File: src/pu_spi_pkg.sv
`default_nettype none

package pu_spi_pkg;

	// Processor side
	localparam int DATA_WIDTH = 32;
	localparam int ATTR_WIDTH = 4;

	// SPI side
	localparam int SPI_DATA_WIDTH = 8;
	localparam int BYTES_PER_WORD = DATA_WIDTH / SPI_DATA_WIDTH;
	localparam int BIT_CNT_WIDTH  = $clog2(SPI_DATA_WIDTH);
	localparam int BYTE_IDX_WIDTH = $clog2(BYTES_PER_WORD);

	// Buffer depth, count must reach BUF_SIZE itself
	localparam int BUF_SIZE  = 6;
	localparam int PTR_WIDTH = $clog2(BUF_SIZE + 1);

	// Attribute bit 0 marks a read past the received words
	localparam int ATTR_INVALID_BIT = 0;

	typedef logic [DATA_WIDTH-1:0]     word_t;
	typedef logic [ATTR_WIDTH-1:0]     attr_t;
	typedef logic [SPI_DATA_WIDTH-1:0] byte_t;
	typedef logic [PTR_WIDTH-1:0]      ptr_t;

endpackage

`default_nettype wire

File: src/pu_slave_spi.sv
`timescale 1ns/1ps
`default_nettype none

module pu_slave_spi
	( input  logic               clk
	, input  logic               rst
	, input  logic               signal_cycle

	// Processor side
	, input  logic               signal_wr
	, input  pu_spi_pkg::word_t  data_in
	, input  logic               signal_oe
	, output pu_spi_pkg::word_t  data_out
	, output pu_spi_pkg::attr_t  attr_out

	, output logic               flag_start
	, output logic               flag_stop

	// SPI pins
	, input  logic               mosi
	, output logic               miso
	, input  logic               sclk
	, input  logic               cs
	);

logic buffer_clear;
logic copy_strobe;
pu_spi_pkg::word_t copy_word;

pu_spi_pkg::byte_t tx_byte;
pu_spi_pkg::byte_t rx_byte;
logic byte_done;
logic cs_fall;
logic cs_rise;

pu_spi_pkg::word_t packed_word;
logic word_valid;
logic word_take;

pu_spi_pkg::word_t transfer_head;
pu_spi_pkg::word_t receive_head;
pu_spi_pkg::word_t send_head;
logic transfer_empty;
logic receive_empty;
logic send_empty;
logic transfer_read;
logic receive_read;

spi_slave_driver spi_driver
	( .clk( clk ), .rst( rst )
	, .mosi( mosi ), .miso( miso ), .sclk( sclk ), .cs( cs )
	, .tx_byte( tx_byte ), .rx_byte( rx_byte ), .byte_done( byte_done )
	, .cs_fall( cs_fall ), .cs_rise( cs_rise )
	);

spi_byte_packer packer
	( .clk( clk ), .rst( rst ), .clear( buffer_clear )
	, .byte_done( byte_done ), .rx_byte( rx_byte )
	, .word( packed_word ), .word_valid( word_valid )
	);

spi_byte_unpacker unpacker
	( .clk( clk ), .rst( rst ), .clear( buffer_clear )
	, .byte_done( byte_done ), .cs_fall( cs_fall )
	, .head_word( send_head ), .head_empty( send_empty )
	, .tx_byte( tx_byte ), .word_take( word_take )
	);

// Processor writes, drained into the send store on signal_oe
spi_word_buffer transfer_buffer
	( .clk( clk ), .rst( rst ), .clear( buffer_clear )
	, .write( signal_wr ), .data_in( data_in )
	, .read( transfer_read ), .data_out( transfer_head )
	, .count( ), .empty( transfer_empty )
	);

// Words from the master
spi_word_buffer receive_buffer
	( .clk( clk ), .rst( rst ), .clear( buffer_clear )
	, .write( word_valid ), .data_in( packed_word )
	, .read( receive_read ), .data_out( receive_head )
	, .count( ), .empty( receive_empty )
	);

// Words for the master
spi_word_buffer send_buffer
	( .clk( clk ), .rst( rst ), .clear( buffer_clear )
	, .write( copy_strobe ), .data_in( copy_word )
	, .read( word_take ), .data_out( send_head )
	, .count( ), .empty( send_empty )
	);

assign transfer_read = signal_oe && !transfer_empty;
assign receive_read  = signal_oe && !receive_empty;

always_ff @(posedge clk or posedge rst) begin
	if (rst) begin
		buffer_clear <= 1'b0;
		copy_strobe  <= 1'b0;
		data_out     <= '0;
		attr_out     <= '0;
	end else begin
		buffer_clear <= signal_cycle;
		copy_strobe  <= transfer_read;
		if (signal_oe) begin
			data_out <= receive_empty ? '0 : receive_head;
			attr_out <= '0;
			attr_out[pu_spi_pkg::ATTR_INVALID_BIT] <= receive_empty;
		end
	end
end

// Head moves on the read, so hold the word for the copy
always_ff @(posedge clk) begin
	if (transfer_read) begin
		copy_word <= transfer_head;
	end
end

assign flag_start = cs_fall;
assign flag_stop  = cs_rise;

endmodule

`default_nettype wire

File: src/spi_byte_packer.sv
`timescale 1ns/1ps
`default_nettype none

module spi_byte_packer
	( input  logic               clk
	, input  logic               rst
	, input  logic               clear

	, input  logic               byte_done
	, input  pu_spi_pkg::byte_t  rx_byte

	, output pu_spi_pkg::word_t  word
	, output logic               word_valid
	);

logic [pu_spi_pkg::BYTE_IDX_WIDTH-1:0] byte_cnt;
logic last_byte;

assign last_byte = (byte_cnt ==
	pu_spi_pkg::BYTE_IDX_WIDTH'(pu_spi_pkg::BYTES_PER_WORD - 1));

always_ff @(posedge clk or posedge rst) begin
	if (rst) begin
		byte_cnt   <= '0;
		word_valid <= 1'b0;
	end else if (clear) begin
		// Partial word is dropped
		byte_cnt   <= '0;
		word_valid <= 1'b0;
	end else begin
		word_valid <= byte_done && last_byte;
		if (byte_done) begin
			byte_cnt <= last_byte ? '0 : byte_cnt + 1'b1;
		end
	end
end

// First byte ends up in the top byte of the word
always_ff @(posedge clk) begin
	if (byte_done) begin
		word <= {word[pu_spi_pkg::DATA_WIDTH-pu_spi_pkg::SPI_DATA_WIDTH-1:0], rx_byte};
	end
end

endmodule

`default_nettype wire

File: src/spi_byte_unpacker.sv
`timescale 1ns/1ps
`default_nettype none

module spi_byte_unpacker
	( input  logic               clk
	, input  logic               rst
	, input  logic               clear

	, input  logic               byte_done
	, input  logic               cs_fall

	, input  pu_spi_pkg::word_t  head_word
	, input  logic               head_empty

	, output pu_spi_pkg::byte_t  tx_byte
	, output logic               word_take
	);

logic [pu_spi_pkg::BYTE_IDX_WIDTH-1:0] byte_idx;
logic last_byte;
logic from_store;
pu_spi_pkg::word_t word_reg;
pu_spi_pkg::byte_t head_byte;

// Zero goes out while the send store is empty
assign head_byte = head_empty ? '0 :
	head_word[pu_spi_pkg::DATA_WIDTH-1 -: pu_spi_pkg::SPI_DATA_WIDTH];

assign last_byte = (byte_idx ==
	pu_spi_pkg::BYTE_IDX_WIDTH'(pu_spi_pkg::BYTES_PER_WORD - 1));

// First byte of a word comes straight from the store head
assign tx_byte = (cs_fall || byte_idx == '0) ? head_byte :
	word_reg[pu_spi_pkg::DATA_WIDTH-1 -: pu_spi_pkg::SPI_DATA_WIDTH];

// Store pops on the last byte so the next head is ready for the reload
assign word_take = byte_done && last_byte && from_store;

always_ff @(posedge clk or posedge rst) begin
	if (rst) begin
		byte_idx   <= '0;
		from_store <= 1'b0;
	end else if (clear) begin
		byte_idx   <= '0;
		from_store <= 1'b0;
	end else if (cs_fall) begin
		// Unfinished word restarts from its first byte
		byte_idx <= '0;
	end else if (byte_done) begin
		if (byte_idx == '0) begin
			from_store <= !head_empty;
		end
		byte_idx <= last_byte ? '0 : byte_idx + 1'b1;
	end
end

always_ff @(posedge clk) begin
	if (byte_done) begin
		if (byte_idx == '0) begin
			word_reg <= head_empty ? '0 : head_word << pu_spi_pkg::SPI_DATA_WIDTH;
		end else begin
			word_reg <= word_reg << pu_spi_pkg::SPI_DATA_WIDTH;
		end
	end
end

endmodule

`default_nettype wire

File: src/spi_slave_driver.sv
`timescale 1ns/1ps
`default_nettype none

module spi_slave_driver
	( input  logic               clk
	, input  logic               rst

	, input  logic               mosi
	, output logic               miso
	, input  logic               sclk
	, input  logic               cs

	, input  pu_spi_pkg::byte_t  tx_byte
	, output pu_spi_pkg::byte_t  rx_byte
	, output logic               byte_done
	, output logic               cs_fall
	, output logic               cs_rise
	);

logic mosi_m, mosi_s;
logic sclk_m, sclk_s, sclk_d;
logic cs_m, cs_s, cs_d;
logic sclk_rise, sclk_fall;
logic tx_load;
logic [pu_spi_pkg::BIT_CNT_WIDTH-1:0] bit_cnt;
pu_spi_pkg::byte_t rx_shift;
pu_spi_pkg::byte_t tx_shift;

// Two-flop synchronizers plus one stage for edge detection
always_ff @(posedge clk or posedge rst) begin
	if (rst) begin
		mosi_m <= 1'b0;
		mosi_s <= 1'b0;
		sclk_m <= 1'b0;
		sclk_s <= 1'b0;
		sclk_d <= 1'b0;
		cs_m   <= 1'b1;
		cs_s   <= 1'b1;
		cs_d   <= 1'b1;
	end else begin
		mosi_m <= mosi;
		mosi_s <= mosi_m;
		sclk_m <= sclk;
		sclk_s <= sclk_m;
		sclk_d <= sclk_s;
		cs_m   <= cs;
		cs_s   <= cs_m;
		cs_d   <= cs_s;
	end
end

assign sclk_rise = sclk_s & ~sclk_d;
assign sclk_fall = ~sclk_s & sclk_d;

always_ff @(posedge clk or posedge rst) begin
	if (rst) begin
		bit_cnt   <= '0;
		byte_done <= 1'b0;
		cs_fall   <= 1'b0;
		cs_rise   <= 1'b0;
		tx_load   <= 1'b0;
		tx_shift  <= '0;
	end else begin
		cs_fall   <= cs_d & ~cs_s;
		cs_rise   <= ~cs_d & cs_s;
		byte_done <= 1'b0;
		tx_load   <= byte_done;
		if (cs_s) begin
			bit_cnt <= '0;
		end else if (sclk_rise) begin
			bit_cnt <= bit_cnt + 1'b1;
			if (bit_cnt == '1) begin
				byte_done <= 1'b1;
			end
		end
		// The falling edge that closes a byte loads the next one instead of shifting
		if (cs_fall || tx_load) begin
			tx_shift <= tx_byte;
		end else if (!cs_s && sclk_fall && bit_cnt != '0) begin
			tx_shift <= {tx_shift[pu_spi_pkg::SPI_DATA_WIDTH-2:0], 1'b0};
		end
	end
end

always_ff @(posedge clk) begin
	if (!cs_s && sclk_rise) begin
		rx_shift <= {rx_shift[pu_spi_pkg::SPI_DATA_WIDTH-2:0], mosi_s};
		if (bit_cnt == '1) begin
			rx_byte <= {rx_shift[pu_spi_pkg::SPI_DATA_WIDTH-2:0], mosi_s};
		end
	end
end

assign miso = tx_shift[pu_spi_pkg::SPI_DATA_WIDTH-1];

a_byte_in_frame: assert property (@(posedge clk) disable iff (rst)
	byte_done |-> !cs_s)
	else $error("byte_done outside of a cs frame");

a_cs_edges_apart: assert property (@(posedge clk) disable iff (rst)
	(cs_fall || cs_rise) |=> !(cs_fall || cs_rise))
	else $error("cs_fall and cs_rise too close together");

endmodule

`default_nettype wire

File: src/spi_word_buffer.sv
`timescale 1ns/1ps
`default_nettype none

module spi_word_buffer
	( input  logic               clk
	, input  logic               rst
	, input  logic               clear

	, input  logic               write
	, input  pu_spi_pkg::word_t  data_in

	, input  logic               read
	, output pu_spi_pkg::word_t  data_out

	, output pu_spi_pkg::ptr_t   count
	, output logic               empty
	);

pu_spi_pkg::word_t mem [pu_spi_pkg::BUF_SIZE];
pu_spi_pkg::ptr_t  wr_ptr;
pu_spi_pkg::ptr_t  rd_ptr;
logic full;
logic do_write;
logic do_read;

function automatic pu_spi_pkg::ptr_t next_ptr(input pu_spi_pkg::ptr_t ptr);
	if (ptr == pu_spi_pkg::ptr_t'(pu_spi_pkg::BUF_SIZE - 1)) begin
		return '0;
	end
	return ptr + 1'b1;
endfunction

assign empty    = (count == '0);
assign full     = (count == pu_spi_pkg::ptr_t'(pu_spi_pkg::BUF_SIZE));
assign do_write = write && !full && !clear;
assign do_read  = read && !empty && !clear;

assign data_out = mem[rd_ptr];

always_ff @(posedge clk or posedge rst) begin
	if (rst) begin
		wr_ptr <= '0;
		rd_ptr <= '0;
		count  <= '0;
	end else if (clear) begin
		wr_ptr <= '0;
		rd_ptr <= '0;
		count  <= '0;
	end else begin
		if (do_write) begin
			wr_ptr <= next_ptr(wr_ptr);
		end
		if (do_read) begin
			rd_ptr <= next_ptr(rd_ptr);
		end
		case ({do_write, do_read})
			2'b10:   count <= count + 1'b1;
			2'b01:   count <= count - 1'b1;
			default: count <= count;
		endcase
	end
end

always_ff @(posedge clk) begin
	if (do_write) begin
		mem[wr_ptr] <= data_in;
	end
end

// Full writes are dropped, nothing upstream waits
a_no_write_full: assert property (@(posedge clk) disable iff (rst)
	(write && !clear) |-> !full)
	else $error("write to a full buffer dropped");

a_no_read_empty: assert property (@(posedge clk) disable iff (rst)
	(read && !clear) |-> !empty)
	else $error("read from an empty buffer");

endmodule

`default_nettype wire

File: config.mk
export PLATFORM = sky130hd
export DESIGN_NAME = pu_slave_spi
export DESIGN_NICKNAME = d
export VERILOG_FILES = /design/src/pu_spi_pkg.sv /design/src/pu_slave_spi.sv /design/src/spi_byte_packer.sv /design/src/spi_byte_unpacker.sv /design/src/spi_slave_driver.sv /design/src/spi_word_buffer.sv
export SDC_FILE = /design/constraint.sdc
export NUM_CORES = 1
export LEC_CHECK = 0
export ABC_AREA = 1
export BUFFER_PORTS_ARGS = -buffer_cell sky130_fd_sc_hd__buf_2
export CELL_PAD_IN_SITES_DETAIL_PLACEMENT = 0
export CELL_PAD_IN_SITES_GLOBAL_PLACEMENT = 1
export CORE_ASPECT_RATIO = 1.25
export CORE_MARGIN = 2
export CORE_UTILIZATION = 30
export CTS_CLUSTER_DIAMETER = 120
export CTS_CLUSTER_SIZE = 14
export DETAILED_ROUTE_END_ITERATION = 16
export HOLD_SLACK_MARGIN = 0.02
export MAX_ROUTING_LAYER = met4
export PLACE_DENSITY = 0.62
export SYNTH_ARGS = -nofsm -noshare
export SYNTH_HDL_FRONTEND = slang
export SYNTH_SLANG_ARGS = --single-unit
File: constraint.sdc
create_clock -name clk -period 6.4 [get_ports clk]
set_input_delay 0.96 -clock clk [delete_from_list [all_inputs] [get_ports clk]]
set_output_delay 0.96 -clock clk [all_outputs]
set_load 0.01 [all_outputs]
==> results.md, run 1 <==
- TritonCTS built the clock tree.
- By count the netlist is led by sky130_fd_sc_hd__edfxtp_1, sky130_fd_sc_hd__nand2_1, sky130_fd_sc_hd__nor2_1.
- The deepest clock path buffer count is 3.
- The run finished with clean final reports.
- The detailed-route wire length per cell is 18.0 microns.
- The critical path's largest stage delay is 0.98 ns.
- Detailed routing placed a total of 2.90 mm of wire on met3.
- After clock tree synthesis, the repair step resized 0 gates.
- The floorplan has 128 rows.
- 0 antenna diodes ended up in the layout.
- The first global-routing pass estimated 104 mm of wire.
- The number of distinct library cell variants in the gate-level netlist after synthesis is 33.
- The count of yosys warnings during synthesis is 0.
- The number of pins exceeding their max-slew limit in the final report is 0.
- After synthesis, the cell types taking the most area are sky130_fd_sc_hd__edfxtp_1, sky130_fd_sc_hd__dfrtp_1, sky130_fd_sc_hd__nand2_1.
- In the synthesized netlist the dominant register cell turns out to be sky130_fd_sc_hd__edfxtp_1.
- The floorplan die width is 285 microns.
- The buffers plus inverters on the worst setup path is 1.
- The number of antenna violations at the first check in global routing came to 3.
- CTS saw 770 sinks.
- The peak clock frequency supported by timing is 360 MHz.
- The cell that appears most often on the critical path is sky130_fd_sc_hd__nand2_1.
- The count of endpoints failing setup in the final report is 0.
- For this run, design rule violations remaining after detail routing come to 0.
- The starting density of the core is 0.303.
- The maximum vdd ir drop is 0.237 mV.
- The cell with the largest stage delay on the worst path is sky130_fd_sc_hd__dfrtp_2.
- The clock tree synthesis step divided the H-tree into 2 levels.
- The type of the setup path with the least slack is reg -> reg.
- Of the cells placed in the final design, the portion with a size suffix greater than 1 is 0.0890.
- The data arrival time at the worst-slack endpoint is 3.37 ns.
- The setup skew after layout is 0.0540 ns.
- The endpoint of the most critical register-to-register path is data_out[30]$_DFFE_PP0P_.
- The count of hold buffers inserted by post-cts repair is 0.
- The share of synthesized area in the top cell type comes to 0.688.
- Of the synthesized area, sequential elements account for 0.766.
- The number of cells on the worst reg-to-reg path is 8.
- The largest registers in the layout are receive_buffer.mem: 192 flops, send_buffer.mem: 192 flops, transfer_buffer.mem: 192 flops.
- The number of top-level pins is 79.
- The total CTS buffers is 61.
- Subtracting the final worst setup slack from the clock period gives 2.77 ns.
- Setup repair after global routing left no endpoint under its margin.
- The slew at the pin closest to its max-slew limit is 1.21 ns.
- In this run the power density over the cells is 341 nW/um^2.
- The most instantiated library cell after synthesis is sky130_fd_sc_hd__edfxtp_1.
- In the detailed route, the total length drawn on met2 is 34.0 mm.
- Walking the worst path, the cells encountered are inv_1 -> nor2_4 -> nand2_1 -> nand3_1 -> nand2_1 -> o21ai_1 -> nand2_1 -> nand2_1.
- The type of origin of the critical path is a flip-flop.
- Dividing the final minimum period by the clock period gives 0.433.
- The max-slew headroom at the worst pin is 0.192.
- The ratio of routed vias to standard cells is 4.60.
- The largest area contributor in the netlist is sky130_fd_sc_hd__edfxtp_1.
- The beginning of the worst register-to-register path is receive_buffer.rd_ptr[1]$_DFFE_PP0P_.
- The tree is rooted in a sky130_fd_sc_hd__clkbuf_16.
- Across the run, the number of max-cap violations was 0.
- The count of buffers added on input and output ports is 75.
- Setup total negative slack on the finished layout was measured at 0 ns.
- The final weighted congestion of routability-driven global placement is 0.729.
- After synthesis, the share of flip-flops with an asynchronous set or reset is 0.118.
- Across every metal layer, demand over resource in global routing totals 0.135.
- The cell area after synthesis is 29600 sq um.
- The average instance in the mapped netlist occupies 12.8 sq um.
- The number of vias in the routed layout is 17200.
- The critical path capture point type is a flip-flop.
- The number of global-route vias before repair was 17500.
- The number of cells produced by synthesis is 2320.
- Before antenna repair, the detailed router went through 5 iterations.
- The count of flip-flops with a built-in enable after synthesis is 679.
- Entering global routing, the biggest net connects 102 pins.
- The routed wire length is 66.9 mm.
- Compared with the post-synthesis result, the final layout area differs by 12.0%.
- The top metal layer carrying routed signals is met4.
- After filler insertion, the fill cell instance count of the layout stands at 9624.
- The overall die area is 101000 sq um.
- The met1 wire length is 28.7 mm.
- The worst min-delay path category is in -> async.
- The layout net count is 2424.
- Detailed placement finished with a half-perimeter wire length of 36.1 mm.
- Clock-pin slew was measured on the worst setup and hold paths at 0.07 ns.
- The clock reaches the later pin of the worst-skew pair after 0.67 ns.
- The post-CTS setup repair buffer count is 0.
- The number of DRC markers after the initial detailed-route iteration is 1197.
- The area of the core is 97700 sq um.
- The detail route stage leaves a number of antenna-violating nets equal to 0.
- The post-route total power is 11300 uW.
- Among cell families on the critical path, the largest total delay comes from simple AND/OR/NAND/NOR gates.
- The leakage power figure is 0.0117 uW.
- Across all register-to-register paths, the minimum setup slack is 3.63 ns.
- The global route total overflow is 0.
- The data required time of the worst path is 6.99 ns.
- The count of final hold-check violations is 0.
- Measured along the y axis, the die boundary spans 355 microns.
- The register bit total from synthesis is 770.
- Of all nets on the critical path, the largest fanout is 35.
==> area by class of cell <==
type | count | area (sq um) | share of cell area
clock inverters | 5 | 90.1 | 0.00272
clock buffers | 111 | 1710 | 0.0517
flip-flops and latches | 770 | 22700 | 0.684
repair buffers | 107 | 616 | 0.0186
well taps | 1300 | 1630 | 0.0491
inverters | 73 | 279 | 0.00841
multi-input cells | 1362 | 6160 | 0.186
==> placed cells by master, fill, tap and decap left out, drive strengths merged, types with 32 or more instances in the layout <==
master / n
a21oi: 56
nand3: 107
buf: 107
a22oi: 40
a41oi: 32
dfrtp: 88
inv: 72
clkbuf: 111
nand2: 555
edfxtp: 679
nor2: 349
o21ai: 192
==> per-layer routing <==
metal | vias to the layer above | GRT usage
met5 | - | -
met4 | 0 | 0.0346
met3 | 92 | 0.0192
met2 | 345 | 0.237
met1 | 8507 | 0.165
li1 | 8214 | -
==> report_power, final <==
group | total (uW) | internal, uW | switching, uW | leakage (uW)
logic | 1560 | 474 | 1090 | 0.00354
registers | 6180 | 5920 | 263 | 0.00731
clock network | 3550 | 1810 | 1740 | 0.000849
total | 11300 | 8200 | 3090 | 0.0117
==> worst max path at each step <==
| stage | to | from | cells past startpoint |
|---|---|---|---|
| 5_1_grt | spi_driver.tx_shift[0]$_DFFE_PP0P_ | send_buffer.rd_ptr[0]$_DFFE_PP0P_ | 13 |
| 3_3_place_gp | transfer_buffer.mem[2][11]$_DFFE_PP_ | signal_wr | 7 |
| 6_report | data_out[30]$_DFFE_PP0P_ | receive_buffer.rd_ptr[1]$_DFFE_PP0P_ | 8 |
| 3_5_place_dp | transfer_buffer.mem[2][9]$_DFFE_PP_ | signal_wr | 7 |
| 4_1_cts | data_out[30]$_DFFE_PP0P_ | receive_buffer.rd_ptr[1]$_DFFE_PP0P_ | 8 |
| 2_1_floorplan | transfer_buffer.mem[4][0]$_DFFE_PP_ | signal_wr | 6 |
==> logic make-up (layout without fill, tap and decap cells) <==
family / count (synthesis) / count (layout) / share of synthesized area
flip-flops: 770 / 770 / 0.766
buffers and inverters: 190 / 296 / 0.0303
AND/OR/NAND/NOR: 1018 / 1018 / 0.135
XOR/XNOR: 4 / 4 / 0.00118
other: 1 / 3 / 0.000127
adder cells (fa/ha/maj): 9 / 9 / 0.00456
AO/OA/AOI/OAI: 328 / 328 / 0.0632
==> through the flow <==
step	hold WS (ns)	cells	utilization	cell area (sq um)	worst slack (ns)
floorplan	0.331	2322	-	29600	2.46
global placement	0.334	3612	0.321	31400	3.43
detailed placement	0.337	3612	0.321	31400	3.43
CTS	0.293	3728	0.339	33200	3.59
global route	0.312	3728	0.339	33200	3.38
finish	0.307	3728	0.339	33200	3.63
==> worst register-to-register path: stages, from the launching register on <==
cell and delay [ns]:
sky130_fd_sc_hd__dfrtp_2 0.98, sky130_fd_sc_hd__inv_1 0.22, sky130_fd_sc_hd__nor2_4 0.90, sky130_fd_sc_hd__nand2_1 0.14
sky130_fd_sc_hd__nand3_1 0.13, sky130_fd_sc_hd__nand2_1 0.05, sky130_fd_sc_hd__o21ai_1 0.11, sky130_fd_sc_hd__nand2_1 0.12
sky130_fd_sc_hd__nand2_1 0.09
No activity file was read; power rests on OpenSTA's default activity.
==> run 2, diff against run 1 <==
PLACE_DENSITY = 0.64   (was 0.62)
clock period = 2.3 ns   (was 6.4 ns; I/O delays follow)
==> run 2 against run 1 <==
Net effect:
- sequential power increased to 2.8 times the previous value
- register-to-register slack got worse by 3.3 ns
- sequential cell count unchanged
- power increased to 2.9 times the previous value
- critical path depth increased by 4
- largest power group unchanged
- highest routed layer unchanged
==> results.md, run 2 (synthesis results as in run 1) <==
- Walking the worst path, the cells encountered are ha_1 -> inv_1 -> nor2_1 -> nand2_1 -> nor2_1 -> fa_1 -> xnor2_1 -> inv_1 -> nand2_1 -> nand2_1 -> nand3_1 -> nand2_1.
- The post-route minimum period is 2.00 ns.
- The multi-input logic area is 6170 sq um.
- Leaving out fill and tap cells, the most frequent cells in the layout are sky130_fd_sc_hd__edfxtp_1, sky130_fd_sc_hd__nand2_1, sky130_fd_sc_hd__nor2_1, sky130_fd_sc_hd__o21ai_0, sky130_fd_sc_hd__nand3_1.
- The overall global routing resource usage is 0.128.
- In this run the static leakage power is 0.0122 uW.
- The layout net count is 2490.
- The number of global-route vias before repair is 17200.
- The data required time of the worst path is 2.79 ns.
- The total CTS buffers is 66.
- Of the cells placed in the final design, the portion with a size suffix greater than 1 is 0.0999.
- After filler insertion, the fill cell instance count of the layout stands at 9490.
- The worst min-delay path category is in -> reg.
- The number of maximum-capacitance violations is 0.
- The most numerous cell type found on the critical path is sky130_fd_sc_hd__nand2_1.
- CTS built an H-tree with a depth of 3.
- The clock tree from TritonCTS is yes.
- For met1 alone, demand over resource in global routing was 0.157.
- Input and output buffers added on the ports amount to 75.
- The leading cell type in the layout, fill and taps excluded is sky130_fd_sc_hd__edfxtp_1.
- The critical path's largest stage delay is 0.40 ns.
- Of the available clock period, the critical path in the final layout requires 0.868.
- The final weighted congestion of routability-driven global placement is 0.738.
- The total area of sequential cells is 22700 sq um.
- The HPWL after detailed placement is 37.3 mm.
- The critical path's top delay family is adder cells.
- The worst setup path is launched from a flip-flop.
- The number of pins exceeding their max-slew limit in the final report is 0.
- VDD sags by at most 0.733 mV.
- The worst register-to-register path ends at send_buffer.count[2]$_DFFE_PP0P_.
- The number of remaining DRC errors is 0.
- The max-slew headroom at the worst pin is 0.286.
- In this run, the number of DRC markers left after iteration 0 of detailed routing was 1124.
- After clock tree synthesis, the clock-pin slew on the worst setup and hold paths is 0.07 ns.
- From left edge to right edge, the die measures 285 microns.
- The data arrival time at the worst-slack endpoint is 2.49 ns.
- Setup violations remaining at the end of the flow were counted as 0.
- The initial utilization of the core area, before any placement, comes to 0.303.
- The clock passes through at most 3 buffers.
- The number of vias in the routed layout is 17400.
- The setup skew after layout is 0.0229 ns.
- The area added between synthesis and finish is 15.7%.
- Of all nets on the critical path, the largest fanout is 5.
- The run finished with clean final reports.
- The global-route layer with the greatest usage is met2.
- The first global-routing pass estimated 98.8 mm of wire.
- Before CTS, the worst setup slack after placement is 0.345 ns.
- Counting buffers and inverters, the worst setup path is 12 cells deep.
- The count of final hold-check violations is 0.
- The number of sinks on the clock net is 770.
- The buffers plus inverters on the worst setup path is 2.
- The cell with the largest stage delay on the worst path is sky130_fd_sc_hd__dfrtp_1.
- The critical path endpoint is send_buffer.count[2]$_DFFE_PP0P_.
- Entering global routing, the biggest net connects 79 pins.
- For this run, global-route usage on met3 was measured as 0.0181.
- The detail route stage leaves a number of antenna-violating nets equal to 0.
- The worst register-to-register path begins at unpacker.byte_idx[0]$_DFFE_PP0P_.
- The critical path is of the reg -> reg type.
- The routed design has 63.4 mm of wire.
- The global routing usage on met2 is 0.220.
- The launching instance or port of the critical path is unpacker.byte_idx[0]$_DFFE_PP0P_.
- The depth of the most critical reg-to-reg path is 12.
- Setup repair after global routing left no endpoint under its margin.
- The number of detailed-route iterations in the first pass is 5.
- The tightest hold path in the finished design has a slack of 0.131 ns.
- In this run the vertical extent of the chip is 355 microns.
- The clock network latency to the later pin of the worst-skew pair is 0.62 ns.
- The worst path meets setup with 0.303 ns of slack.
- The slew at the pin closest to its max-slew limit is 1.07 ns.
- After detailed routing, the average wire length per cell comes to 16.8 microns.
- Timing would allow up to 501 MHz.
- The ratio of routed vias to standard cells is 4.59.
- The die covers 101000 sq um.
- In this run the clock root is driven by a sky130_fd_sc_hd__clkbuf_16.
- The total overflow left after global routing is 0.
- The cell row count is 128.
- The area of the core is 97700 sq um.
- The number of antenna violations at the first check in global routing was 0.
- The depth of the worst hold-timing path is 3.
- The post-CTS setup repair buffer count is 0.
- The number of top-level pins is 79.
- The critical path capture point type is a flip-flop.
- The largest registers in the layout are receive_buffer.mem: 192 flops, send_buffer.mem: 192 flops, transfer_buffer.mem: 192 flops.
- The repair_antennas step left the layout with diodes totalling 0.
- In this run the power density over the cells is 945 nW/um^2.
- Setup slack on the worst reg-to-reg path comes out at 0.30 ns.
[run 2: cell types whose count changed in the layout (fill, tap and decap cells not counted), moves of 2 or more]
cell / previous run / this run
sky130_fd_sc_hd__clkbuf_16: 61 / 69
sky130_fd_sc_hd__nor3_2: 2 / 0
sky130_fd_sc_hd__nor3_4: 0 / 2
sky130_fd_sc_hd__clkinv_8: 1 / 4
sky130_fd_sc_hd__clkbuf_1: 50 / 34
sky130_fd_sc_hd__dlygate4sd3_1: 0 / 37
sky130_fd_sc_hd__buf_4: 32 / 27
sky130_fd_sc_hd__clkinv_16: 2 / 0
sky130_fd_sc_hd__buf_12: 0 / 29
[run 2: what timing repair did]
action                                 in CTS  in global routing
resized for setup                           0                  0
endpoints found under the hold margin     217                  0
hold buffers                               37                  0
[run 2: metal layers]
metal / vias to the layer above / share of wire
met2: 400 / 0.51
met1: 8531 / 0.43
met5: - / 0
met4: 0 / 0.018
li1: 8344 / -
met3: 87 / 0.043
[run 2: tightest hold or removal path: stages]
cell and delay, ns:
sky130_fd_sc_hd__buf_2 0.18, sky130_fd_sc_hd__nor2_1 0.12, sky130_fd_sc_hd__nor2_1 0.05
[run 2: where the power goes]
part | switching [uW] | internal, uW
combinational | 3110 | 1570
clock | 4870 | 5710
sequential | 665 | 16500
total | 8640 | 23700
[run 2: worst min-delay path by stage]
stage / from / end
after global routing: signal_oe / attr_out[0]$_DFFE_PP0P_
after CTS: signal_oe / attr_out[0]$_DFFE_PP0P_
after global placement: spi_driver.mosi_m$_DFF_PP0_ / spi_driver.mosi_s$_DFF_PP0_
final: signal_oe / attr_out[0]$_DFFE_PP0P_
after floorplan: spi_driver.mosi_m$_DFF_PP0_ / spi_driver.mosi_s$_DFF_PP0_
after detailed placement: spi_driver.mosi_m$_DFF_PP0_ / spi_driver.mosi_s$_DFF_PP0_
[run 2: cell type report]
class	count	share of cell area
Timing Repair Buffer	168	0.0446
Sequential cell	770	0.662
Clock inverter	7	0.00362
Multi-Input combinational cell	1362	0.180
Clock buffer	103	0.0541
Inverter	73	0.00818
Tap cell	1300	0.0475
[run 2: through the flow]
stage               total power, uW  cell area (sq um)  cells  TNS (ns)   util
floorplan                     20300              29700   2322   -164.13      -
global route                  33900              34300   3783         0  0.351
detailed placement            22100              31900   3636         0  0.327
global placement              22000              31900   3636         0  0.327
finish                        32400              34300   3783         0  0.351
CTS                           32800              34300   3783         0  0.351
